[src/logic/fp16_pkg.sv]
package fp16_pkg;

    localparam int EXP_W = 5;   // exponent field width
    localparam int MAN_W = 10;  // stored fraction bits, hidden one implied

    // half precision word, sign on top
    typedef struct packed {
        logic             sign;      // 1 = negative
        logic [EXP_W-1:0] exponent;  // biased by EXP_BIAS
        logic [MAN_W-1:0] mantissa;  // fraction below the hidden one
    } float16_t;

    localparam int EXP_BIAS = 15;  // exponent offset
    localparam int EXP_MAX  = 31;  // all ones, reserved for infinity

    localparam float16_t FP_ONE  = 16'h3C00;  // 1.0
    localparam float16_t FP_ZERO = 16'h0000;  // plus zero
    localparam float16_t FP_INF  = 16'h7C00;  // plus infinity, sign or'd in by user

    // Both arithmetic units register their result, so these are also the
    // number of flop stages between operand and result.
    localparam int MUL_STAGES = 2;  // fp16_mul latency
    localparam int ADD_STAGES = 3;  // fp16_add latency

endpackage

[src/logic/vec_pkg.sv]
package vec_pkg;

    localparam int VEC_LEN = 3;  // x, y, z

    // element 0 sits in the low bits
    typedef fp16_pkg::float16_t [VEC_LEN-1:0] vec3_t;

    // one datapath, op picks factor and result path
    typedef enum logic [1:0] {
        op_scale     = 2'd0,  // a * b per element
        op_translate = 2'd1,  // a + b per element
        op_dot       = 2'd2,  // signed dot product
        op_dot2      = 2'd3   // dot product doubled
    } vec_op_t;

    typedef struct packed {
        vec_op_t            op;    // what to compute
        logic [VEC_LEN-1:0] sign;  // negate b_i before multiply, dot ops only
        vec3_t              a;     // first operand
        vec3_t              b;     // second operand
    } vec_req_t;

    typedef struct packed {
        vec3_t              vec;     // scale and translate result
        fp16_pkg::float16_t scalar;  // dot and dot2 result
    } vec_res_t;

    localparam int REDUCE_LAYERS = 3;  // adder layers after the multipliers

    // request in to result out, in clock edges
    localparam int UNIT_LATENCY = fp16_pkg::MUL_STAGES
                                + REDUCE_LAYERS * fp16_pkg::ADD_STAGES;

endpackage

[src/logic/fp16_mul.sv]
module fp16_mul (
    input  logic               clk,
    input  logic               rst_n,
    input  fp16_pkg::float16_t a,
    input  fp16_pkg::float16_t b,
    output fp16_pkg::float16_t y
);

    logic        s1_zero;  // either operand reads as zero
    logic        s1_sign;  // product sign
    logic [5:0]  s1_exp;   // sum of biased exponents with the bias in twice
    logic [21:0] s1_prod;  // 1.m times 1.m with top bit at 21 or 20

    logic signed [7:0]  exp_adj;  // rebiased exponent that may go negative
    logic [9:0]         man_n;    // truncated normalized fraction
    fp16_pkg::float16_t y_next;

    // stage 1 multiply significands and add exponents
    always_ff @(posedge clk) begin
        s1_zero <= (a.exponent == '0) || (b.exponent == '0);  // no subnormals
        s1_sign <= a.sign ^ b.sign;
        s1_exp  <= {1'b0, a.exponent} + {1'b0, b.exponent};
        s1_prod <= 22'({1'b1, a.mantissa}) * 22'({1'b1, b.mantissa});  // 11x11 unsigned
    end

    // stage 2 one bit normalize
    // product of two values in [1,2) lies in [1,4) and needs at most one shift
    assign exp_adj = 8'(s1_exp) + 8'(s1_prod[21]) - 8'(fp16_pkg::EXP_BIAS);
    assign man_n   = s1_prod[21] ? s1_prod[20:11] : s1_prod[19:10];  // drop hidden one

    always_comb begin
        y_next = fp16_pkg::FP_ZERO;
        if (s1_zero || exp_adj <= 0) begin
            y_next = fp16_pkg::FP_ZERO;  // zero operand or underflow gives plus zero
        end else if (exp_adj >= fp16_pkg::EXP_MAX) begin
            y_next      = fp16_pkg::FP_INF;  // overflow saturates to infinity
            y_next.sign = s1_sign;
        end else begin
            y_next.sign     = s1_sign;
            y_next.exponent = exp_adj[4:0];
            y_next.mantissa = man_n;        // truncated with low bits dropped
        end
    end

    always_ff @(posedge clk or negedge rst_n) begin
        if (!rst_n) begin
            y <= fp16_pkg::FP_ZERO;
        end else begin
            y <= y_next;
        end
    end

endmodule

[src/logic/fp16_add.sv]
module fp16_add (
    input  logic               clk,
    input  logic               rst_n,
    input  fp16_pkg::float16_t a,
    input  fp16_pkg::float16_t b,
    output fp16_pkg::float16_t y
);

    // significands carry the hidden one at bit 13 and 3 guard bits below
    logic               a_big;   // |a| >= |b|
    fp16_pkg::float16_t hi;      // larger magnitude
    fp16_pkg::float16_t lo;      // smaller magnitude
    logic [13:0]        hi_sig;
    logic [13:0]        lo_sig;
    logic [4:0]         shift;   // exponent difference

    logic               s1_sign;   // result sign follows larger operand
    logic               s1_sub;    // signs differ
    logic [4:0]         s1_exp;
    logic [13:0]        s1_big;
    logic [13:0]        s1_small;  // already aligned

    logic               s2_sign;
    logic [4:0]         s2_exp;
    logic [14:0]        s2_sum;    // bit 14 holds the carry

    logic [3:0]         lz;        // leading zeros of s2_sum
    logic [14:0]        norm;      // hidden one moved to bit 14
    logic signed [7:0]  exp_adj;
    fp16_pkg::float16_t y_next;

    function automatic logic [3:0] lead_zeros(input logic [14:0] v);
        logic [3:0] n;
        n = 4'd14;  // all zero case is caught outside
        for (int i = 0; i < 15; i++) begin
            if (v[i]) begin
                n = 4'(14 - i);  // highest set bit wins
            end
        end
        return n;
    endfunction

    // stage 1 swap and align
    assign a_big  = {a.exponent, a.mantissa} >= {b.exponent, b.mantissa};
    assign hi     = a_big ? a : b;
    assign lo     = a_big ? b : a;
    assign hi_sig = (hi.exponent != '0) ? {1'b1, hi.mantissa, 3'b000} : '0;  // exp 0 is zero
    assign lo_sig = (lo.exponent != '0) ? {1'b1, lo.mantissa, 3'b000} : '0;
    assign shift  = hi.exponent - lo.exponent;

    always_ff @(posedge clk) begin
        s1_sign  <= hi.sign;
        s1_sub   <= a.sign ^ b.sign;
        s1_exp   <= hi.exponent;
        s1_big   <= hi_sig;
        s1_small <= lo_sig >> shift;  // bits past the guards are lost
    end

    // stage 2 magnitude add or subtract
    // small never exceeds big, so the difference stays non negative
    always_ff @(posedge clk) begin
        s2_sign <= s1_sign;
        s2_exp  <= s1_exp;
        if (s1_sub) begin
            s2_sum <= {1'b0, s1_big} - {1'b0, s1_small};
        end else begin
            s2_sum <= {1'b0, s1_big} + {1'b0, s1_small};
        end
    end

    // stage 3 normalize
    assign lz      = lead_zeros(s2_sum);
    assign norm    = s2_sum << lz;
    assign exp_adj = 8'(s2_exp) + 8'd1 - 8'(lz);  // carry out gives lz 0, exp + 1

    always_comb begin
        y_next = fp16_pkg::FP_ZERO;
        if (s2_sum == '0 || exp_adj <= 0) begin
            y_next = fp16_pkg::FP_ZERO;  // exact cancel or underflow
        end else if (exp_adj >= fp16_pkg::EXP_MAX) begin
            y_next      = fp16_pkg::FP_INF;
            y_next.sign = s2_sign;
        end else begin
            y_next.sign     = s2_sign;
            y_next.exponent = exp_adj[4:0];
            y_next.mantissa = norm[13:4];   // truncate guards
        end
    end

    always_ff @(posedge clk or negedge rst_n) begin
        if (!rst_n) begin
            y <= fp16_pkg::FP_ZERO;
        end else begin
            y <= y_next;
        end
    end

endmodule

[src/logic/vec_product_stage.sv]
module vec_product_stage (
    input  logic              clk,
    input  logic              rst_n,
    input  logic              in_valid,
    input  vec_pkg::vec_req_t req,
    output logic              prod_valid,
    output vec_pkg::vec_op_t  prod_op,
    output vec_pkg::vec3_t    prod,
    output vec_pkg::vec3_t    addend
);

    vec_pkg::vec3_t   factor;                           // second multiplier input per lane
    logic             valid_pipe [fp16_pkg::MUL_STAGES];
    vec_pkg::vec_op_t op_pipe    [fp16_pkg::MUL_STAGES];
    vec_pkg::vec3_t   b_pipe     [fp16_pkg::MUL_STAGES];

    // pick the factor per op
    always_comb begin
        for (int i = 0; i < vec_pkg::VEC_LEN; i++) begin
            case (req.op)
                vec_pkg::op_scale:     factor[i] = req.b[i];          // mask ignored
                vec_pkg::op_translate: factor[i] = fp16_pkg::FP_ONE;  // a * 1 passes a
                default: begin                                        // dot and dot2
                    factor[i]      = req.b[i];
                    factor[i].sign = req.b[i].sign ^ req.sign[i];     // sign flip
                end
            endcase
        end
    end

    for (genvar i = 0; i < vec_pkg::VEC_LEN; i++) begin : g_lane
        fp16_mul u_mul (
            .clk   (clk),
            .rst_n (rst_n),
            .a     (req.a[i]),
            .b     (factor[i]),
            .y     (prod[i])
        );
    end

    // valid follows the multipliers
    always_ff @(posedge clk or negedge rst_n) begin
        if (!rst_n) begin
            for (int i = 0; i < fp16_pkg::MUL_STAGES; i++) begin
                valid_pipe[i] <= 1'b0;
            end
        end else begin
            valid_pipe[0] <= in_valid;
            for (int i = 1; i < fp16_pkg::MUL_STAGES; i++) begin
                valid_pipe[i] <= valid_pipe[i-1];
            end
        end
    end

    // op and raw b ride alongside, b is the translate addend
    always_ff @(posedge clk) begin
        op_pipe[0] <= req.op;
        b_pipe[0]  <= req.b;
        for (int i = 1; i < fp16_pkg::MUL_STAGES; i++) begin
            op_pipe[i] <= op_pipe[i-1];
            b_pipe[i]  <= b_pipe[i-1];
        end
    end

    assign prod_valid = valid_pipe[fp16_pkg::MUL_STAGES-1];
    assign prod_op    = op_pipe[fp16_pkg::MUL_STAGES-1];
    assign addend     = b_pipe[fp16_pkg::MUL_STAGES-1];

endmodule

[src/logic/vec_reduce_stage.sv]
module vec_reduce_stage (
    input  logic              clk,
    input  logic              rst_n,
    input  logic              prod_valid,
    input  vec_pkg::vec_op_t  prod_op,
    input  vec_pkg::vec3_t    prod,
    input  vec_pkg::vec3_t    addend,
    output logic              out_valid,
    output vec_pkg::vec_op_t  out_op,
    output vec_pkg::vec_res_t res
);

    logic               is_dot;  // dot or dot2 at the input
    vec_pkg::vec3_t     l1_b;    // layer 1 second operands
    vec_pkg::vec3_t     l1_sum;  // lane 0 is p0+p1 for dot ops
    fp16_pkg::float16_t l2_sum;  // full dot product
    fp16_pkg::float16_t l3_sum;  // dot doubled
    vec_pkg::vec_op_t   op_out;

    // whole stage is REDUCE_LAYERS adders deep
    logic               valid_pipe [vec_pkg::REDUCE_LAYERS*fp16_pkg::ADD_STAGES];
    vec_pkg::vec_op_t   op_pipe    [vec_pkg::REDUCE_LAYERS*fp16_pkg::ADD_STAGES];
    vec_pkg::vec3_t     scale_pipe [vec_pkg::REDUCE_LAYERS*fp16_pkg::ADD_STAGES];
    vec_pkg::vec3_t     trans_pipe [(vec_pkg::REDUCE_LAYERS-1)*fp16_pkg::ADD_STAGES];
    fp16_pkg::float16_t p2_pipe    [fp16_pkg::ADD_STAGES];  // p2 waits for layer 1
    fp16_pkg::float16_t dot_pipe   [fp16_pkg::ADD_STAGES];  // dot waits out layer 3

    assign is_dot = (prod_op == vec_pkg::op_dot) || (prod_op == vec_pkg::op_dot2);

    always_comb begin
        l1_b = addend;
        if (is_dot) begin
            l1_b[0] = prod[1];  // lane 0 pairs p0 with p1
        end
    end

    // layer 1 three lanes
    for (genvar i = 0; i < vec_pkg::VEC_LEN; i++) begin : g_l1
        fp16_add u_add (
            .clk   (clk),
            .rst_n (rst_n),
            .a     (prod[i]),
            .b     (l1_b[i]),
            .y     (l1_sum[i])
        );
    end

    // layer 2 adds the late p2
    fp16_add u_l2 (
        .clk   (clk),
        .rst_n (rst_n),
        .a     (l1_sum[0]),
        .b     (p2_pipe[fp16_pkg::ADD_STAGES-1]),
        .y     (l2_sum)
    );

    // layer 3 doubles
    fp16_add u_l3 (
        .clk   (clk),
        .rst_n (rst_n),
        .a     (l2_sum),
        .b     (l2_sum),
        .y     (l3_sum)
    );

    always_ff @(posedge clk or negedge rst_n) begin
        if (!rst_n) begin
            for (int i = 0; i < vec_pkg::REDUCE_LAYERS*fp16_pkg::ADD_STAGES; i++) begin
                valid_pipe[i] <= 1'b0;
            end
        end else begin
            valid_pipe[0] <= prod_valid;
            for (int i = 1; i < vec_pkg::REDUCE_LAYERS*fp16_pkg::ADD_STAGES; i++) begin
                valid_pipe[i] <= valid_pipe[i-1];
            end
        end
    end

    always_ff @(posedge clk) begin
        op_pipe[0]    <= prod_op;
        scale_pipe[0] <= prod;       // scale result skips the adders
        trans_pipe[0] <= l1_sum;     // translate result after layer 1
        p2_pipe[0]    <= prod[2];
        dot_pipe[0]   <= l2_sum;
        for (int i = 1; i < vec_pkg::REDUCE_LAYERS*fp16_pkg::ADD_STAGES; i++) begin
            op_pipe[i]    <= op_pipe[i-1];
            scale_pipe[i] <= scale_pipe[i-1];
        end
        for (int i = 1; i < (vec_pkg::REDUCE_LAYERS-1)*fp16_pkg::ADD_STAGES; i++) begin
            trans_pipe[i] <= trans_pipe[i-1];
        end
        for (int i = 1; i < fp16_pkg::ADD_STAGES; i++) begin
            p2_pipe[i]  <= p2_pipe[i-1];
            dot_pipe[i] <= dot_pipe[i-1];
        end
    end

    assign op_out    = op_pipe[vec_pkg::REDUCE_LAYERS*fp16_pkg::ADD_STAGES-1];
    assign out_op    = op_out;
    assign out_valid = valid_pipe[vec_pkg::REDUCE_LAYERS*fp16_pkg::ADD_STAGES-1];

    // unused half of the result stays zero
    always_comb begin
        res.vec    = '0;
        res.scalar = fp16_pkg::FP_ZERO;
        case (op_out)
            vec_pkg::op_scale:     res.vec    = scale_pipe[$high(scale_pipe)];
            vec_pkg::op_translate: res.vec    = trans_pipe[$high(trans_pipe)];
            vec_pkg::op_dot:       res.scalar = dot_pipe[fp16_pkg::ADD_STAGES-1];
            vec_pkg::op_dot2:      res.scalar = l3_sum;
        endcase
    end

endmodule

[src/logic/vec_unit.sv]
module vec_unit (
    input  logic              clk,
    input  logic              rst_n,
    input  logic              in_valid,  // one request per cycle, no stall
    input  vec_pkg::vec_req_t req,
    output logic              out_valid, // UNIT_LATENCY edges after in_valid
    output vec_pkg::vec_op_t  out_op,
    output vec_pkg::vec_res_t res
);

    logic             prod_valid;
    vec_pkg::vec_op_t prod_op;
    vec_pkg::vec3_t   prod;    // per lane products
    vec_pkg::vec3_t   addend;  // b delayed to match products

    // multipliers, MUL_STAGES deep
    vec_product_stage u_product (
        .clk        (clk),
        .rst_n      (rst_n),
        .in_valid   (in_valid),
        .req        (req),
        .prod_valid (prod_valid),
        .prod_op    (prod_op),
        .prod       (prod),
        .addend     (addend)
    );

    // adder tree and alignment delays
    vec_reduce_stage u_reduce (
        .clk        (clk),
        .rst_n      (rst_n),
        .prod_valid (prod_valid),
        .prod_op    (prod_op),
        .prod       (prod),
        .addend     (addend),
        .out_valid  (out_valid),
        .out_op     (out_op),
        .res        (res)
    );

endmodule

[config.mk]
export PLATFORM = sky130hd
export DESIGN_NAME = vec_unit
export DESIGN_NICKNAME = d
export VERILOG_FILES = /design/src/logic/fp16_pkg.sv /design/src/logic/vec_pkg.sv /design/src/logic/fp16_mul.sv /design/src/logic/fp16_add.sv /design/src/logic/vec_product_stage.sv /design/src/logic/vec_reduce_stage.sv /design/src/logic/vec_unit.sv
export SDC_FILE = /design/constraint.sdc
export NUM_CORES = 2
export LEC_CHECK = 0
export ABC_AREA = 1
export BUFFER_PORTS_ARGS = -buffer_cell sky130_fd_sc_hd__buf_2
export CORE_MARGIN = 3
export CORE_UTILIZATION = 30
export CTS_CLUSTER_DIAMETER = 40
export DETAILED_ROUTE_END_ITERATION = 8
export PLACE_DENSITY = 0.57
export SLEW_MARGIN = 20
export SYNTH_ARGS = -nofsm -noshare
export SYNTH_HDL_FRONTEND = slang
export SYNTH_SLANG_ARGS = --single-unit
[constraint.sdc]
create_clock -name clk -period 3.4 [get_ports clk]
set_input_delay 0.34 -clock clk [delete_from_list [all_inputs] [get_ports clk]]
set_output_delay 0.34 -clock clk [all_outputs]
set_load 0.005 [all_outputs]
Word level (Yosys, flattened, before mapping). Memory sizes are Yosys's and may differ from the RTL's. Index checks and enable logic that the tools add are counted.

Memories kept: 5. Bits in registers: 1228. Input bits: 104. Output and inout port bits: 67. Memory bits (writable): 214.

Memory list: u_product.b_pipe (depth 2, bits a word 48, read ports 2, clocked after Yosys merged registers in 0, wr ports 2, RTL line vec_product_stage.sv:15) `vec_pkg::vec3_t b_pipe [fp16_pkg::MUL_STAGES];`; u_reduce.dot_pipe (depth 3, bits a word 16, read ports 3, clocked after Yosys merged registers in 0, wr ports 3, RTL line vec_reduce_stage.sv:26) `fp16_pkg::float16_t dot_pipe [fp16_pkg::ADD_STAGES];`; u_reduce.p2_pipe (depth 3, bits a word 16, read ports 3, clocked after Yosys merged registers in 0, wr ports 3, RTL line vec_reduce_stage.sv:25) `fp16_pkg::float16_t p2_pipe [fp16_pkg::ADD_STAGES];`; u_reduce.op_pipe (depth 9, bits a word 2, read ports 9, clocked after Yosys merged registers in 0, wr ports 9, RTL line vec_reduce_stage.sv:22) `vec_pkg::vec_op_t op_pipe [vec_pkg::REDUCE_LAYERS*fp16_pkg::ADD_STAGES];`; u_product.op_pipe (depth 2, bits a word 2, read ports 2, clocked after Yosys merged registers in 0, wr ports 2, RTL line vec_product_stage.sv:14) `vec_pkg::vec_op_t op_pipe [fp16_pkg::MUL_STAGES];`.

Muxes and demuxes: 116. Add/sub/neg operators: 33. Reduce and logical (&&, ||, !) cells: 34. Bitwise operators: 10. Order comparisons: 20. Eq/ne operators: 6. $mul: 3. Shift operators: 10.

Operator list (number): $mux 4 (65); $mux 15 (16); $mux 16 (13); $pmux 16 s2 (4); $mux 14 (9); $pmux 48 s2 (1); $add 14x14->15 (5); $logic_not 15->1 (5); $shl 15x4->14 (5); $shr 14x5->14 (5); $mul 11x11->22 (3); $ge 15x15->1 (4); $sub 14x14->15 (4); $reduce_bool 5->1 (9); $ge 7x6->1 const B (5); $le 7x1->1 const B (5); $sub 6x4->7 (5); $add 5x1->6 const B (5); $logic_not 5->1 (6); $mux 10 (3); $sub 5x5->5 (5); $ge 8x6->1 const B (3); $le 8x1->1 const B (3); $sub 7x4->8 const B (3); other kinds (8) (41).

Logic depth before layout (Yosys ltp).
Depth after elaboration: 18. Gate-level depth with buffers: 29. Depth with buffers taken out: 27.

Modules after synthesis. A second synthesis with hierarchy kept.

Cell total of the unflattened synthesis: 7239. Area, all modules: 61784.3 sq um.

By module, submodules not included: fp16_add at u_reduce.g_l1[0].u_add ... (times used 4, area an instance 5073.6 sq um, seq. area each 1461.4 sq um, cells each 772); vec_reduce_stage (times used 1, area an instance 17202.7 sq um, seq. area each 15960.3 sq um, cells each 1063); fp16_mul at u_product.g_lane[0].u_mul (times used 1, area an instance 5529.1 sq um, seq. area each 800.8 sq um, cells each 708); fp16_mul at u_product.g_lane[2].u_mul (times used 1, area an instance 5415.2 sq um, seq. area each 800.8 sq um, cells each 680); fp16_mul at u_product.g_lane[1].u_mul (times used 1, area an instance 5397.7 sq um, seq. area each 800.8 sq um, cells each 677); fp16_add at u_reduce.g_l1[1].u_add (times used 1, area an instance 5066.1 sq um, seq. area each 1461.4 sq um, cells each 772); vec_product_stage (times used 1, area an instance 2879.0 sq um, seq. area each 2052.0 sq um, cells each 251).

Worst setup path before layout. Ideal clock, no wire load.

Kind: input to register. From: input req[100] (netlist bit). To: register u_product.g_lane[1].u_mul.s1_prod[19]. Slack: -2.036 ns. Cell stages on the path: 25. Setup time: 0.112 ns. Arrival time: 5.324 ns. Path through: inv_1 nand2_1 buf_4 clkbuf_1 nand2_1 inv_1 nand2_1 fa_1 inv_1 fa_1 fa_1 fa_1 inv_1 fa_1 inv_1 ha_1 nand2_1 nor4_1 nand2_1 nand2_1 a21oi_1 o21ai_1 nand2_1 nand3_1 nand2_1.

Word-level cells in the longest chain between the ends: 3. Elaborated cells on any way between the ends: 4. Those cells by class: mul: 1; eq/ne: 1; mux: 1; reduce/logical: 1.

RTL lines: from (decl) (RTL line vec_unit.sv:5) `input vec_pkg::vec_req_t req,`; $eq 2x1->1 or $logic_not 2->1 (tied branches) (RTL line vec_product_stage.sv:20) `case (req.op)`; $pmux 16 s2 (*) (RTL line vec_product_stage.sv:20); $mul 11x11->22 (*) (RTL line fp16_mul.sv:23) `s1_prod <= 22'({1'b1, a.mantissa}) * 22'({1'b1, b.mantissa});`; to (signal assigned) (RTL line fp16_mul.sv:23); to (decl) (RTL line fp16_mul.sv:12) `logic [21:0] s1_prod;`.

Every way passes the cells marked *; elsewhere a longest branch is shown, timed or not. A chain may end at the register's enable or synchronous reset.

Worst setup path in the final report.
From: input req[100] (netlist bit). To: register u_product.g_lane[1].u_mul.s1_prod[13].

The elaborated chain is that of the path after synthesis.

==> results.py <==
metrics = {
    "logic_synthesis": {
        "ys_seq_area_share_pct": 48.5,
        "ys_top_cells_by_area": "dfxtp_1, nand2_1, fa_1, ha_1, dfrtp_1",
        "yosys.cell_types.count": 53,
        "synth.most_common_cell": "nand2_1",
        "synth_warnings": 0,
        "synthArstFlopShare_pct": 10.5,
        "netlist_top_cells_count": "nand2_1, dfxtp_1, inv_1",
        "synth_top_area_cell": "dfxtp_1",
        "syn-num-nets": 6934,
        "synth_top_area_share_pct": 42.3,
        "synth_ff_type": "dfxtp_1",
        "synth-edff-count": 0,
        "synth_cells": 6234,
        "synth_seq_cells": 1319,
        "syn_avg_cell_area_sq_um": 8.96,
        "syn_area_sq_um": 55900,
    },
    "power_and_ir_drop": {
        "vdd_ir_drop_max_uv": 649,
        "cellLeakagePower_nw": 35.8,
        "p_per_area_nw_per_um2": 1230,
    },
    "sta": {
        "finalSetupTns_ps": -25420,
        "fmax_ghz": 0.232,
        "max-slew-margin-rel_pct": 32.2,
        "period_minus_slack_ps": 4310,
        "skew_ps": 34.8,
        "tightest_slew_ps": 1010,
        "setup_viol": 39,
        "final_hold_viol_count": 0,
        "rsz0062_at_grt": "yes",
        "fin_crit_sh_pct": 127,
        "slew_violations": 0,
        "fin_ws_ps": -909,
    },
    "drt": {
        "wl_met3_um": 5020,
        "viasPerCell": 4.33,
        "ant_nets": 0,
        "vias": 42310,
        "wl_met1_um": 61300,
        "dr_wl_met2_um": 71200,
        "drc": 0,
        "drt_iter0_markers": 2172,
        "wl_per_cell_um": 14.5,
        "dr.max_layer_used": "met5",
        "drt_wl_total_um": 142000,
        "firstDrtPassIters": 5,
    },
    "grt": {
        "grt_remaining_overflow": 0,
        "grt_first_pass_wirelength_um": 225000,
        "grt_pass1_vias": 42782,
        "antenna_found_initial": 15,
        "grt_max_degree": 70,
        "grtUsageTotal_pct": 14.6,
    },
    "critical_path": {
        "cp-end-kind": "register",
        "worst_ep_arrival_time_ps": 4990,
        "critPathRequiredTime_ps": 4080,
        "max_stage_delay_ps": 540,
        "startpoint_type": "primary input",
        "worst-setup-path-type": "primary input to register",
        "cp_common_cell": "fa_1",
        "critPathMaxFanout": 6,
        "cpMaxStageDelayCell": "fa_1",
    },
    "job": {
        "cap_violations": 0,
    },
    "run_status": {
        "violations": "negative setup slack",
        "outcome": "finished, violations left",
    },
    "final_layout": {
        "drive_above_1_share_pct": 23.1,
        "fin_area_sq_um": 74000,
        "nets": 7835,
        "syn_to_final_growth_pct": 32.5,
    },
    "clock_network": {
        "clkTransAtPathRegs_ps": 50,
        "root_buffer": "clkbuf_16",
        "cts.sinks": 1319,
        "cts-buffers-inserted": 177,
        "clkLatencyLatePin_ps": 790,
        "cts_tree": "done",
        "h-tree-depth": 4,
        "clk_path_buf_depth": 3,
    },
    "floorplanning": {
        "ios": 171,
        "row_count": 157,
        "die_y_um": 438,
        "initial_core_util_pct": 30.4,
        "coreArea_sq_um": 184000,
        "die-width_um": 438,
        "die_area_sq_um": 191000,
    },
    "placed_design": {
        "place_area_sq_um": 63800,
        "gp_congestion": 0.919,
        "dp_hpwl_um": 110000,
        "port_buffers": 170,
    },
    "min_path": {
        "hold_path.class": "primary input to register",
    },
}
-- report_power, final --
group / leakage, nW / switching [mW] / total [mW] / internal, mW
combinational: 21.2 / 27.1 / 47.4 / 20.3
sequential: 11.6 / 2.62 / 24.5 / 21.9
clock: 3.07 / 7.29 / 18.7 / 11.5
-- through the flow --
step | hold slack [ps] | power, mW | util [%] | worst slack (ps) | cells
final | 94.9 | 90.7 | 40.2 | -909 | 9763
after global placement | 310 | 65.3 | 34.7 | -1830 | 9254
after floorplan | 44.4 | 51.7 | - | -1370 | 6234
after CTS | 74.4 | 87.4 | 39.3 | -793 | 9723
after global routing | 153 | 98.5 | 40.2 | -1040 | 9758
after detailed placement | 312 | 65.7 | 34.7 | -1930 | 9254
-- registers in the layout, indices dropped and copies added (netlist names), 16 cells and up --
signal / cells
u_reduce.op_pipe: 18
u_reduce.u_l2.y: 16
u_product.g_lane.u_mul.y: 48
u_product.b_pipe: 96
u_reduce.g_l1.u_add.y: 48
u_reduce.trans_pipe: 288
u_product.g_lane.u_mul.s1_prod: 36
u_reduce.dot_pipe: 40
u_product.g_lane.u_mul.s1_exp: 18
u_reduce.g_l1.u_add.s1_small: 42
u_reduce.g_l1.u_add.s1_big: 33
u_reduce.scale_pipe: 424
u_reduce.g_l1.u_add.s2_sum: 45
u_reduce.u_l3.y: 16
-- cell families (layout without fill, tap and decap cells) --
logic type | Yosys count | in the layout | synth area share, %
XOR/XNOR | 175 | 175 | 2.74
buffers and inverters | 1054 | 2111 | 7.29
other | 0 | 8 | 0
flip-flops | 1319 | 1319 | 48.5
adder cells (fa/ha/maj) | 596 | 596 | 16.6
AND/OR/NAND/NOR | 2525 | 2525 | 19.2
AO/OA/AOI/OAI | 565 | 565 | 5.59
-- worst paths after layout --
kind,startpoint,endpoint,slack [ps],cells after the start
worst max-delay path,req[100],u_product.g_lane[1].u_mul.s1_prod[13]$_DFF_P_,-910,26
worst min-delay path,req[98],u_product.g_lane[2].u_mul.s1_sign$_DFF_P_,90,4
worst max register to register,u_reduce.g_l1[1].u_add.s2_sum[5]$_DFF_P_,u_reduce.g_l1[1].u_add.y[9]$_DFF_PN0_,-30,23
worst min register to register,u_product.b_pipe[0][26]$_DFF_P_,u_product.b_pipe[0][74]$_DFF_P_,300,0
max in group asynchronous,rst_n,u_product.g_lane[0].u_mul.y[14]$_DFF_PN0_,2300,3
min in group asynchronous,rst_n,u_reduce.u_l3.y[14]$_DFF_PN0_,210,2
-- critical path, delay by kind of cell --
family | cells | cell delay [ps]
buffers and inverters | 12 | 1080
XOR/XNOR | 1 | 140
AO/OA/AOI/OAI | 3 | 390
adder cells (fa/ha/maj) | 6 | 2730
AND/OR/NAND/NOR | 4 | 300
-- what timing repair did --
item	CTS	global route
gates resized for setup	255	377
setup endpoints to repair	90	158
gates cloned	3	2
hold endpoints to repair	141	0
hold buffers	79	0
pin swaps	120	210
setup buffers	55	41
-- placed cells by master, fill, tap and decap left out, types with 37 or more instances in the layout --
| cell type | instances |
|---|---|
| nand2_2 | 84 |
| ha_1 | 307 |
| o21ai_0 | 131 |
| nand2_1 | 1203 |
| clkbuf_16 | 185 |
| nand3_1 | 568 |
| buf_6 | 49 |
| a21oi_1 | 211 |
| dfrtp_1 | 134 |
| dlygate4sd3_1 | 79 |
| inv_2 | 68 |
| fa_1 | 222 |
| xor2_1 | 130 |
| buf_4 | 539 |
| a21oi_2 | 43 |
| inv_1 | 802 |
| o21ai_1 | 37 |
| buf_2 | 167 |
| ha_4 | 39 |
| nor2_1 | 384 |
| nor2_2 | 43 |
| dfxtp_1 | 1164 |
-- routing by layer --
layer  vias up  GRT usage [%]
li1      21508              -
met1     19768           17.6
met2       779           26.2
met3       251           2.32
met4         4           5.32
met5         -              0
-- layout make-up --
| type | instances | area, sq um |
|---|---|---|
| diodes | 8 | 20.0 |
| clock buffers | 219 | 4870 |
| clock inverters | 116 | 1430 |
| fillers | 17970 | 110000 |
| inverters | 913 | 3570 |
| multi-input cells | 3861 | 27100 |
| flip-flops and latches | 1319 | 27100 |
| well taps | 2464 | 3080 |
| repair buffers | 863 | 6830 |
No activity file was read; power rests on OpenSTA's default activity.
